==> src/rtl/can_seq_pkg.sv <==
// shared types for the CAN command sequencer; register addresses are fixed to a 5 bit map
`default_nettype none

package can_seq_pkg;

   // ----------------------------------------
   // widths
   // ----------------------------------------
   localparam int BUS_W  = 5;   // bus index and n_buses
   localparam int STEP_W = 3;   // step index, longest list is 7

   typedef logic [STEP_W-1:0] step_idx_t;

   // index of the last step in each list
   localparam step_idx_t LAST_INIT  = 3'd6;
   localparam step_idx_t LAST_READ  = 3'd4;
   localparam step_idx_t LAST_WRITE = 3'd5;   // d4, tx_cmd follows after send
   localparam step_idx_t LAST_IRQ   = 3'd1;

   // ----------------------------------------
   // commands and registers
   // ----------------------------------------
   typedef enum logic [1:0] {
      OP_INIT    = 2'd0,
      OP_READ    = 2'd1,
      OP_WRITE   = 2'd2,
      OP_IRQ_CLR = 2'd3
   } can_op_e;

   // controller register map
   typedef enum logic [4:0] {
      REG_RB4       = 5'h00,
      REG_RB3       = 5'h01,
      REG_RB2       = 5'h02,
      REG_RB1       = 5'h03,
      REG_IDR4      = 5'h04,
      REG_IDR3      = 5'h05,
      REG_D4        = 5'h07,
      REG_D3        = 5'h08,
      REG_D2        = 5'h09,
      REG_D1        = 5'h0A,
      REG_TX_ID     = 5'h0C,
      REG_TX_CMD    = 5'h0D,
      REG_GENERAL   = 5'h0E,
      REG_PRESCALE  = 5'h0F,
      REG_ACC_MASK2 = 5'h10,
      REG_ACC_MASK1 = 5'h11,
      REG_IRQ       = 5'h12,
      REG_NONE      = 5'h1F    // bus parked here when idle
   } can_reg_e;

   // ----------------------------------------
   // structs
   // ----------------------------------------
   typedef struct packed {
      logic    req;
      can_op_e op;
   } host_cmd_t;

   typedef struct packed {
      logic     valid;
      logic     is_read;
      can_reg_e addr;
   } reg_step_t;

   typedef struct packed {
      logic     cs;     // high in strobe cycle only
      logic     wr_n;
      logic     rd_n;
      can_reg_e addr;
   } can_reg_bus_t;

   typedef enum logic [2:0] {
      S_IDLE,
      S_SETTLE,
      S_STEPS,
      S_WAIT_SEND,
      S_NEXT_BUS,
      S_DONE
   } seq_state_e;

endpackage

`default_nettype wire
==> src/rtl/can_interface_ctrl.sv <==
// CAN bridge sequencer top; abort merges bridge timeout, register data is not carried
`default_nettype none
`timescale 1ns/10ps

module can_interface_ctrl #(
   parameter int INIT_WAIT = 10,   // settle cycles per bus
   parameter int READ_WAIT = 20    // frame settle before a read
) (
   input  wire logic                          clk,
   input  wire logic                          rst,
   input  wire logic                          abort,
   input  wire can_seq_pkg::host_cmd_t        cmd,
   input  wire logic                          send,
   input  wire logic [can_seq_pkg::BUS_W-1:0] n_buses,
   output wire logic                          ack,
   output wire can_seq_pkg::can_reg_bus_t     reg_bus,
   output wire logic                          rec_en,
   output wire logic                          start_init,
   output wire logic                          loaded,
   output wire logic [can_seq_pkg::BUS_W-1:0] bus_sel
);

   can_seq_pkg::reg_step_t step;        // sequencer to bus phases
   logic                   step_done;

   can_cmd_sequencer #(
      .INIT_WAIT (INIT_WAIT),
      .READ_WAIT (READ_WAIT)
   ) seq_i (
      .clk        (clk),
      .rst        (rst),
      .abort      (abort),
      .cmd        (cmd),
      .send       (send),
      .n_buses    (n_buses),
      .step_done  (step_done),
      .ack        (ack),
      .step       (step),
      .start_init (start_init),
      .loaded     (loaded),
      .bus_sel    (bus_sel)
   );

   can_reg_access acc_i (
      .clk       (clk),
      .rst       (rst),
      .abort     (abort),
      .step      (step),
      .step_done (step_done),
      .reg_bus   (reg_bus),
      .rec_en    (rec_en)
   );

endmodule

`default_nettype wire

==> src/rtl/can_cmd_sequencer.sv <==
// command FSM; n_buses must stay stable during init, one command at a time via req/ack
`default_nettype none
`timescale 1ns/10ps

module can_cmd_sequencer #(
   parameter int INIT_WAIT = 10,
   parameter int READ_WAIT = 20
) (
   input  wire logic                          clk,
   input  wire logic                          rst,
   input  wire logic                          abort,
   input  wire can_seq_pkg::host_cmd_t        cmd,
   input  wire logic                          send,
   input  wire logic [can_seq_pkg::BUS_W-1:0] n_buses,
   input  wire logic                          step_done,
   output logic                               ack,
   output can_seq_pkg::reg_step_t             step,
   output logic                               start_init,
   output logic                               loaded,
   output logic [can_seq_pkg::BUS_W-1:0]      bus_sel
);

   localparam int MAX_WAIT = (INIT_WAIT > READ_WAIT) ? INIT_WAIT : READ_WAIT;
   localparam int CNT_W    = $clog2(MAX_WAIT + 1);

   // register lists, row per opcode, padded with the idle address
   localparam can_seq_pkg::can_reg_e STEP_LIST [4][8] = '{
      '{can_seq_pkg::REG_PRESCALE, can_seq_pkg::REG_GENERAL, can_seq_pkg::REG_IRQ,
        can_seq_pkg::REG_IDR3, can_seq_pkg::REG_IDR4, can_seq_pkg::REG_ACC_MASK1,
        can_seq_pkg::REG_ACC_MASK2, can_seq_pkg::REG_NONE},
      '{can_seq_pkg::REG_IDR3, can_seq_pkg::REG_RB1, can_seq_pkg::REG_RB2,
        can_seq_pkg::REG_RB3, can_seq_pkg::REG_RB4, can_seq_pkg::REG_NONE,
        can_seq_pkg::REG_NONE, can_seq_pkg::REG_NONE},
      '{can_seq_pkg::REG_GENERAL, can_seq_pkg::REG_TX_ID, can_seq_pkg::REG_D1,
        can_seq_pkg::REG_D2, can_seq_pkg::REG_D3, can_seq_pkg::REG_D4,
        can_seq_pkg::REG_TX_CMD, can_seq_pkg::REG_NONE},
      '{can_seq_pkg::REG_GENERAL, can_seq_pkg::REG_IRQ, can_seq_pkg::REG_NONE,
        can_seq_pkg::REG_NONE, can_seq_pkg::REG_NONE, can_seq_pkg::REG_NONE,
        can_seq_pkg::REG_NONE, can_seq_pkg::REG_NONE}
   };

   can_seq_pkg::seq_state_e       state_q;
   can_seq_pkg::seq_state_e       state_d;
   can_seq_pkg::can_op_e          op_q;
   can_seq_pkg::step_idx_t        idx_q;
   logic [can_seq_pkg::BUS_W-1:0] bus_q;      // bus being initialised
   logic                          tmr_load;
   logic [CNT_W-1:0]              tmr_val;
   logic                          tmr_expired;
   logic                          settle_init;
   logic                          last_step;

   can_wait_timer #(
      .CNT_W (CNT_W)
   ) tmr_i (
      .clk      (clk),
      .rst      (rst),
      .abort    (abort),
      .load     (tmr_load),
      .load_val (tmr_val),
      .expired  (tmr_expired)
   );

   // write has two phases, both end on a last step
   always_comb begin
      unique case (op_q)
         can_seq_pkg::OP_INIT:  last_step = (idx_q == can_seq_pkg::LAST_INIT);
         can_seq_pkg::OP_READ:  last_step = (idx_q == can_seq_pkg::LAST_READ);
         can_seq_pkg::OP_WRITE: last_step = (idx_q >= can_seq_pkg::LAST_WRITE);
         default:               last_step = (idx_q == can_seq_pkg::LAST_IRQ);
      endcase
   end

   // ----------------------------------------
   // next state
   // ----------------------------------------
   always_comb begin
      state_d     = state_q;
      tmr_load    = 1'b0;
      tmr_val     = CNT_W'(INIT_WAIT);
      settle_init = 1'b0;
      unique case (state_q)
         can_seq_pkg::S_IDLE: begin
            if (cmd.req) begin
               if (cmd.op == can_seq_pkg::OP_INIT) begin
                  state_d     = can_seq_pkg::S_SETTLE;
                  tmr_load    = 1'b1;
                  settle_init = 1'b1;
               end else if (cmd.op == can_seq_pkg::OP_READ) begin
                  state_d  = can_seq_pkg::S_SETTLE;   // frame bits settle first
                  tmr_load = 1'b1;
                  tmr_val  = CNT_W'(READ_WAIT);
               end else begin
                  state_d = can_seq_pkg::S_STEPS;
               end
            end
         end
         can_seq_pkg::S_SETTLE: begin
            if (tmr_expired) begin
               state_d = can_seq_pkg::S_STEPS;
            end
         end
         can_seq_pkg::S_STEPS: begin
            if (step_done && last_step) begin
               if (op_q == can_seq_pkg::OP_INIT) begin
                  state_d = can_seq_pkg::S_NEXT_BUS;
               end else if (op_q == can_seq_pkg::OP_WRITE &&
                            idx_q == can_seq_pkg::LAST_WRITE) begin
                  state_d = can_seq_pkg::S_WAIT_SEND;
               end else begin
                  state_d = can_seq_pkg::S_DONE;
               end
            end
         end
         can_seq_pkg::S_WAIT_SEND: begin
            if (send) begin
               state_d = can_seq_pkg::S_STEPS;   // tx_cmd
            end
         end
         can_seq_pkg::S_NEXT_BUS: begin
            if (bus_q == n_buses) begin
               state_d = can_seq_pkg::S_DONE;
            end else begin
               state_d     = can_seq_pkg::S_SETTLE;
               tmr_load    = 1'b1;
               settle_init = 1'b1;
            end
         end
         can_seq_pkg::S_DONE: begin
            if (!cmd.req) begin
               state_d = can_seq_pkg::S_IDLE;
            end
         end
         default: state_d = can_seq_pkg::S_IDLE;
      endcase
   end

   // ----------------------------------------
   // registers
   // ----------------------------------------
   always_ff @(posedge clk) begin
      if (rst || abort) begin
         state_q    <= can_seq_pkg::S_IDLE;
         op_q       <= can_seq_pkg::OP_INIT;
         idx_q      <= '0;
         bus_q      <= '0;
         start_init <= 1'b0;
      end else begin
         state_q    <= state_d;
         start_init <= settle_init;   // first cycle of each bus settle
         if (state_q == can_seq_pkg::S_IDLE && cmd.req) begin
            op_q <= cmd.op;
         end
         if (state_q == can_seq_pkg::S_IDLE || state_q == can_seq_pkg::S_NEXT_BUS) begin
            idx_q <= '0;
         end else if (step_done) begin
            idx_q <= idx_q + 1'b1;
         end
         if (state_q == can_seq_pkg::S_NEXT_BUS) begin
            bus_q <= (bus_q == n_buses) ? '0 : bus_q + 1'b1;
         end
      end
   end

   always_comb begin
      step.valid   = (state_q == can_seq_pkg::S_STEPS);
      step.is_read = (op_q == can_seq_pkg::OP_READ);
      step.addr    = STEP_LIST[op_q][idx_q];
   end

   assign ack     = (state_q == can_seq_pkg::S_DONE);      // held until req drops
   assign loaded  = (state_q == can_seq_pkg::S_WAIT_SEND);
   assign bus_sel = bus_q;

endmodule

`default_nettype wire

==> src/rtl/can_reg_access.sv <==
// one register access per step: setup then strobe, then an idle cycle; no data path
`default_nettype none
`timescale 1ns/10ps

module can_reg_access (
   input  wire logic                    clk,
   input  wire logic                    rst,
   input  wire logic                    abort,
   input  wire can_seq_pkg::reg_step_t  step,
   output logic                         step_done,
   output can_seq_pkg::can_reg_bus_t    reg_bus,
   output logic                         rec_en
);

   typedef enum logic [1:0] {
      PH_IDLE,
      PH_SETUP,     // addr and wr_n/rd_n out, cs low
      PH_STROBE     // cs high
   } phase_e;

   phase_e                phase_q;
   can_seq_pkg::can_reg_e addr_q;
   logic                  is_read_q;
   logic                  active;

   // ----------------------------------------
   // phase machine
   // ----------------------------------------
   always_ff @(posedge clk) begin
      if (rst || abort) begin
         phase_q <= PH_IDLE;
      end else begin
         unique case (phase_q)
            PH_IDLE: begin
               if (step.valid) begin
                  phase_q <= PH_SETUP;
               end
            end
            PH_SETUP:  phase_q <= PH_STROBE;
            PH_STROBE: phase_q <= PH_IDLE;   // always one idle cycle after
            default:   phase_q <= PH_IDLE;
         endcase
      end
   end

   // capture the step so addr holds over both cycles
   always_ff @(posedge clk) begin
      if (phase_q == PH_IDLE && step.valid) begin
         addr_q    <= step.addr;
         is_read_q <= step.is_read;
      end
   end

   // ----------------------------------------
   // bus decode
   // ----------------------------------------
   assign active = (phase_q != PH_IDLE);

   always_comb begin
      reg_bus.cs   = (phase_q == PH_STROBE);
      reg_bus.wr_n = ~(active & ~is_read_q);
      reg_bus.rd_n = ~(active & is_read_q);
      reg_bus.addr = active ? addr_q : can_seq_pkg::REG_NONE;
   end

   assign step_done = (phase_q == PH_STROBE);
   assign rec_en    = (phase_q == PH_STROBE) & is_read_q;   // receive buffer strobe

endmodule

`default_nettype wire

==> src/rtl/can_wait_timer.sv <==
// settle wait counter; a load_val of 0 behaves like 1, count must fit in CNT_W bits
`default_nettype none
`timescale 1ns/10ps

module can_wait_timer #(
   parameter int CNT_W = 6
) (
   input  wire logic             clk,
   input  wire logic             rst,
   input  wire logic             abort,
   input  wire logic             load,
   input  wire logic [CNT_W-1:0] load_val,
   output logic                  expired
);

   logic [CNT_W-1:0] cnt_q;   // cycles left

   always_ff @(posedge clk) begin
      if (rst || abort) begin
         cnt_q <= '0;   // parked in the expired state
      end else if (load) begin
         // minus one, the load edge itself counts as a cycle
         cnt_q <= (load_val == '0) ? '0 : load_val - 1'b1;
      end else if (cnt_q != '0) begin
         cnt_q <= cnt_q - 1'b1;
      end
   end

   // stays high at zero until reloaded
   assign expired = (cnt_q == '0);

endmodule

`default_nettype wire

==> config.mk <==
export PLATFORM = sky130hd
export DESIGN_NAME = can_interface_ctrl
export DESIGN_NICKNAME = d
export VERILOG_FILES = /design/src/rtl/can_seq_pkg.sv /design/src/rtl/can_interface_ctrl.sv /design/src/rtl/can_cmd_sequencer.sv /design/src/rtl/can_reg_access.sv /design/src/rtl/can_wait_timer.sv
export SDC_FILE = /design/constraint.sdc
export NUM_CORES = 1
export LEC_CHECK = 0
export ABC_AREA = 1
export BUFFER_PORTS_ARGS = -buffer_cell sky130_fd_sc_hd__buf_2
export CAP_MARGIN = 15
export CORE_UTILIZATION = 60
export CTS_CLUSTER_DIAMETER = 200
export DETAILED_ROUTE_END_ITERATION = 10
export GPL_TIMING_DRIVEN = 0
export HOLD_SLACK_MARGIN = 0.15
export PLACE_DENSITY = 0.84
export SYNTH_ARGS = -nofsm -noshare
export SYNTH_HDL_FRONTEND = slang
export SYNTH_SLANG_ARGS = --single-unit
==> constraint.sdc <==
create_clock -name clk -period 4.2 [get_ports clk]
set_clock_uncertainty 0.2 [all_clocks]
set_input_delay 1.05 -clock clk [delete_from_list [all_inputs] [get_ports clk]]
set_output_delay 1.05 -clock clk [all_outputs]
set_load 0.005 [all_outputs]
## Word level (Yosys, flattened, before mapping)

Cells that the tools add are included.

| operators by class | value |
|---|---|
| div/mod/pow operators | 0 |
| multiply operators | 0 |
| bitwise gates (word level) | 8 |
| $lt $le $gt $ge | 3 |
| reductions and logical operators | 17 |
| mux-type cells | 37 |
| $add $sub $neg | 4 |
| eq/ne operators | 21 |
| shift-type cells | 0 |

Operators with widths:

| kind | number |
|---|---|
| binary-select mux 40 bit (select 2 bit) | 1 |
| two-way mux 40 bit | 2 |
| two-way mux 5 bit | 11 |
| two-way mux 3 bit | 9 |
| case mux 3 bit (6 select lines) | 1 |
| binary-select mux 5 bit (select 3 bit) | 1 |
| equality test 3 bit, second input constant | 5 |
| zero test 5 bit | 2 |
| subtractor 5 x 1 -> 5 bit, second input constant | 2 |
| inequality test 2 bit, second input constant | 4 |
| equality test 2 x 1 -> 1 bit, second input constant | 3 |
| equality test 3 x 1 -> 1 bit, second input constant | 2 |
| equality test 3 x 2 -> 1 bit, second input constant | 2 |
| greater-or-equal comparator 3 bit, second input constant | 2 |
| zero test 2 bit | 3 |
| two-way mux 1 bit | 6 |
| adder 5 x 1 -> 5 bit, second input constant | 1 |
| equality test 5 bit | 1 |
| AND reduction 5 bit | 1 |
| nonzero test 5 bit | 1 |
| equality test 2 bit, second input constant | 2 |
| greater-or-equal comparator 4 bit, second input constant | 1 |
| logical AND 1 bit | 4 |
| two-way mux 2 bit | 2 |
| other kinds (13) | 21 |

| storage, ports and cells | value |
|---|---|
| input bits | 12 |
| RAM bits | 0 |
| memories | 0 |
| bits in latches | 0 |
| bits in read-only memories | 0 |
| output and inout port bits | 17 |
| flip-flop bits (word level) | 27 |

## Longest topological paths before layout

| logic depth | value |
|---|---|
| depth after elaboration | 8 |
| depth in mapped cells | 12 |
| mapped depth without buffers | 12 |

## Modules after synthesis

Synthesis repeated with hierarchy kept, for this count alone.

| unflattened totals | value |
|---|---|
| cells, all modules | 289 |
| area, all modules | 1985.7 um^2 |

Modules (own cells, without submodules):

| module | area each (um^2) | instances | cells an instance |
|---|---|---|---|
| can_cmd_sequencer | 1283.7 | 1 | 198 |
| can_wait_timer | 374.1 | 1 | 61 |
| can_reg_access | 327.8 | 1 | 30 |

## Worst setup path before layout

OpenSTA, ideal clock, no wires.

| timing path | value |
|---|---|
| kind | input port to flip-flop |
| from | in n_buses[0] (netlist bit) |
| to | reg seq_i.tmr_i.cnt_q[0] |
| data arrival time | 1.789 ns |
| stages | 9 |
| data required time | 3.885 ns |
| setup time | 0.115 ns |
| setup slack | 2.095 ns |
| path through | inv_1 -> nand2_1 -> nand2_1 -> nor2_1 -> nand3_1 -> nand2_1 -> nand2_1 -> o21ai_0 -> inv_1 |

| on the way | value |
|---|---|
| cells in the longest elaborated chain, start to end | 4 |
| elaborated cells between the ends (all ways) | 5 |
| classes of those cells | 1 x eq/ne; 3 x mux; 1 x reduce/logical |

RTL lines:

| element | line | RTL |
|---|---|---|
| start, declared | can_interface_ctrl.sv:14 | `input wire logic [can_seq_pkg::BUS_W-1:0] n_buses,` |
| equality test 5 bit (*) | can_cmd_sequencer.sv:121 | `if (bus_q == n_buses) begin` |
| two-way mux 1 bit (*) | can_cmd_sequencer.sv:121 |  |
| case mux 1 bit (2 select lines) (*) | can_cmd_sequencer.sv:82 | `unique case (state_q)` |
| two-way mux 5 bit / nonzero test 2 bit (equally long branches) | -- |  |
| end signal, assigned | can_wait_timer.sv:23 | `cnt_q <= (load_val == '0) ? '0 : load_val - 1'b1;` |
| end signal, assigned | can_wait_timer.sv:25 | `cnt_q <= cnt_q - 1'b1;` |
| end, declared | can_wait_timer.sv:16 | `logic [CNT_W-1:0] cnt_q;` |

Mark *: on every way between the ends. The rest lies on a longest branch, timed or not.
A chain may end at the register's enable or synchronous reset.

## Worst setup path after layout

| timing path | value |
|---|---|
| from | reg acc_i.phase_q[1] |
| to | out rec_en |

| on the way | value |
|---|---|
| cells in the longest elaborated chain, start to end | 2 |

RTL lines:

| element | line | RTL |
|---|---|---|
| start, declared | can_reg_access.sv:21 | `phase_e phase_q;` |
| start signal, assigned | can_reg_access.sv:31 | `phase_q <= PH_IDLE;` |
| start signal, assigned | can_reg_access.sv:36 | `phase_q <= PH_SETUP;` |
| start signal, assigned | can_reg_access.sv:39 | `PH_SETUP: phase_q <= PH_STROBE;` |
| equality test 2 bit | -- |  |
| named net acc_i.step_done | can_reg_access.sv:10 | `output logic step_done,` |
| AND 1 bit | can_reg_access.sv:67 | `assign rec_en = (phase_q == PH_STROBE) & is_read_q;` |
| end, declared | can_interface_ctrl.sv:17 | `output wire logic rec_en,` |

The timed path passes the listed nets, and every way through them passes these cells.

==> impl_metrics.csv <==
group,metric,value,unit
final_layout,syn_to_final_growth,11.4,%
final_layout,n_antenna_cell,0,
cts,cts_sinks,27,
sta,finalHoldViolCount,0,
worst_setup_path,cp_slowest_cell,"dfxtp_1",
sta,slew_headroom,66.1,%
worst_setup_path,arrival,1310,ps
global_route,grt_pass1_wl,6120,um
worst_setup_path,crit_path_start_kind,"flop",
drt,wl_per_cell,11.3,um
worst_setup_path,worstPathRequired,2950,ps
worst_setup_path,crit_family,"flip-flops",
floorplan,die-area,0.00323,mm2
synthesis,synth_ff_type,"dfxtp_1",
synthesis,synthArstFlopShare,0,%
drt,drcViolationCount,6,
synthesis,syn_inst,258,
synthesis,synth.distinct_cells,35,
sta,setup_viol,0,
floorplan,core-area,0.00281,mm2
sta,min_period_over_period,60.9,%
drt,vias_per_cell,5.24,
worst_setup_path,cpPeakStageDelay,360,ps
cts,cts_resized,0,
synthesis,synth_edf_count,6,
global_route,antenna_found_initial,0,
drt,via_count,1682,
sta,worstMarginPinSlew,508,ps
worst_setup_path,crit_path_cell_trace,"inv_1, nor2_2, inv_1, nor2_1, buf_2",
global_route,overflow,0,
cts,clk_latency,330,ps
synthesis,yosys-top-cells-area,"dfxtp_1 23%, nand2_1 11%, edfxtp_1 10%",
placement,gp_congestion,0.832,
floorplan,io_pins,29,
status,violations,"DRC",
synthesis,synth_fp_nets,282,
synthesis,synth_most_common_cell,"nand2_1",
power,peakVddDrop,269,uV
floorplan,row_count,19,
worst_setup_path,critical_path.most_common_cell,"inv_1",
run,maxCapViolCount,0,
floorplan,initial_core_util,64.4,%
final_layout,layout-drive-gt1-share,22.1,%
cts,clk_pin_slew,140,ps
sta,whs,236,ps
placement,dp_worst_setup_slack,1620,ps
power,p_leak,0.000945,uW
hold_path,hold_class,"flop to flop",
drt,antenna_left,0,
power,p_per_area,264,mW/mm2
cts,htreeDepth,1,
placement,numPortBuffers,28,
sta,worst_slack,1640,ps
floorplan,die_h,56.9,um
sta,clock.fmax,391,MHz
sta,fin_setup_tns,0,ps
sta,rsz0062_at_grt,"false",
drt,drt_iter0_markers,86,
final_layout,fillers,217,
cts,post_cts.repair.setup_buffers,0,
worst_setup_path,cp-end-kind,"output pin",
synthesis,synth_area,0.00181,mm2
global_route,first_global_vias,1449,
cts,cts-hold-fix-buffers,0,
global_route,grt_max_degree,16,
sta,fin_crit,2560,ps
synthesis,yosysSeqAreaShare,33.2,%
floorplan,die_w,56.9,um
cts,numCtsBuffers,3,
synthesis,ys_ff_latch,27,
worst_setup_path,path_class,"flop to output pin",
synthesis,yosys_warnings,0,
worst_setup_path,cp_max_fo,7,
synthesis,synth_top_cell_area_share,23.3,%
placement,dp_hpwl,2850,um
synthesis,synth.largest_area_cell,"dfxtp_1",
cts,cts_tree,"built",
worst_setup_path,crit_buf_inv,3,
drt,drt_first_pass_iters,7,
sta,report.final.slew_viol_count,0,
final_layout,fin_nets,315,
worst_setup_path,regToRegSetupSlack,2130,ps
cts,clockBufferDepth,2,
synthesis,syn_area_per_cell,7.00,um2
global_route,grt_use_total,24.3,%
drt,wl,3630,um
cts,cts_root_buf,"clkbuf_4",
synthesis,synthTopCellsByCount,"54 x nand2_1, 37 x inv_1, 23 x nor2_1",
status,status,"finished, violations left",
[sequential cells by signal, summed over array words and instances (netlist names)]
name,count
acc_i.addr_q,5
seq_i.start_init,1
seq_i.state_q,3
seq_i.tmr_i.cnt_q,5
seq_i.op_q,2
seq_i.bus_sel,5
seq_i.idx_q,3
acc_i.phase_q,2
acc_i.is_read_q,1
[logic make-up (layout without fill, tap and decap cells)]
| logic type | Yosys count | count (layout) | synth area share, % |
|---|---|---|---|
| xor+xnor | 7 | 7 | 3.39 |
| simple gates | 119 | 119 | 30.4 |
| fa+ha+maj | 12 | 12 | 8.31 |
| compound gates | 40 | 40 | 13.2 |
| buf+inv | 53 | 85 | 11.5 |
| flops | 27 | 27 | 33.2 |
[final timing paths]
kind                            cells past startpoint                       endpoint                     startpoint
worst max-delay path                                5                         rec_en  acc_i.phase_q[1]$_SDFFE_PP0P_
worst min-delay path                                1  acc_i.phase_q[1]$_SDFFE_PP0P_  acc_i.phase_q[1]$_SDFFE_PP0P_
worst max register to register                      5      acc_i.addr_q[3]$_DFFE_PP_     seq_i.op_q[1]$_SDFFE_PP0P_
worst min register to register                      1  acc_i.phase_q[1]$_SDFFE_PP0P_  acc_i.phase_q[1]$_SDFFE_PP0P_
[routing by layer]
layer | wire, um | global-route usage (%) | share of wire (%) | vias up
li1 | - | - | - | 888
met1 | 1740 | 31.6 | 48 | 739
met2 | 1670 | 42.2 | 46 | 50
met3 | 175 | 2.76 | 4.8 | 5
met4 | 42 | 7.32 | 1.2 | 0
met5 | 0 | 0 | 0 | -
[layout make-up]
type	count	area [um2]	share of cell area, %
clock buffer	3	22.5	1.12
clock inverter	1	5.00	0.249
sequential	27	601	29.8
timing repair buffer	28	140	6.96
multi-input combinational	178	998	49.6
tap	31	38.8	1.93
buffer	6	31.3	1.55
inverter	47	176	8.76
[where the power goes]
| part | total [uW] | internal (uW) | switching (uW) | leakage, uW |
|---|---|---|---|---|
| Sequential | 287 | 278 | 9.32 | 0.000224 |
| Clock | 114 | 35.8 | 77.8 | 0.0000177 |
| Combinational | 130 | 51.2 | 79.2 | 0.000703 |
| Total | 531 | 365 | 166 | 0.000945 |
[through the flow]
stage | utilization (%) | instances | total power, uW | area, um2
after floorplan | - | 258 | 393 | 1810
after global placement | 70.8 | 317 | 418 | 1990
after detailed placement | 70.8 | 317 | 422 | 1990
after CTS | 71.8 | 321 | 531 | 2010
after global routing | 71.8 | 321 | 558 | 2010
final | 71.8 | 321 | 531 | 2010
[layout by cell type, fill, tap and decap left out, types with 3 or more instances in the layout]
cell type  count
nor3_2         4
inv_1         37
buf_2         32
nor3_1         6
nand3_1       17
nor2_2         4
clkbuf_4       3
nand2_2        5
a21oi_1       12
o21ai_0       11
a211oi_1       4
edfxtp_1       6
nor2_1        23
inv_2          9
o21ai_1        3
dfxtp_1       21
xor2_1         5
nand2_1       54
ha_1          12
Power figures use the tool's default switching activity.
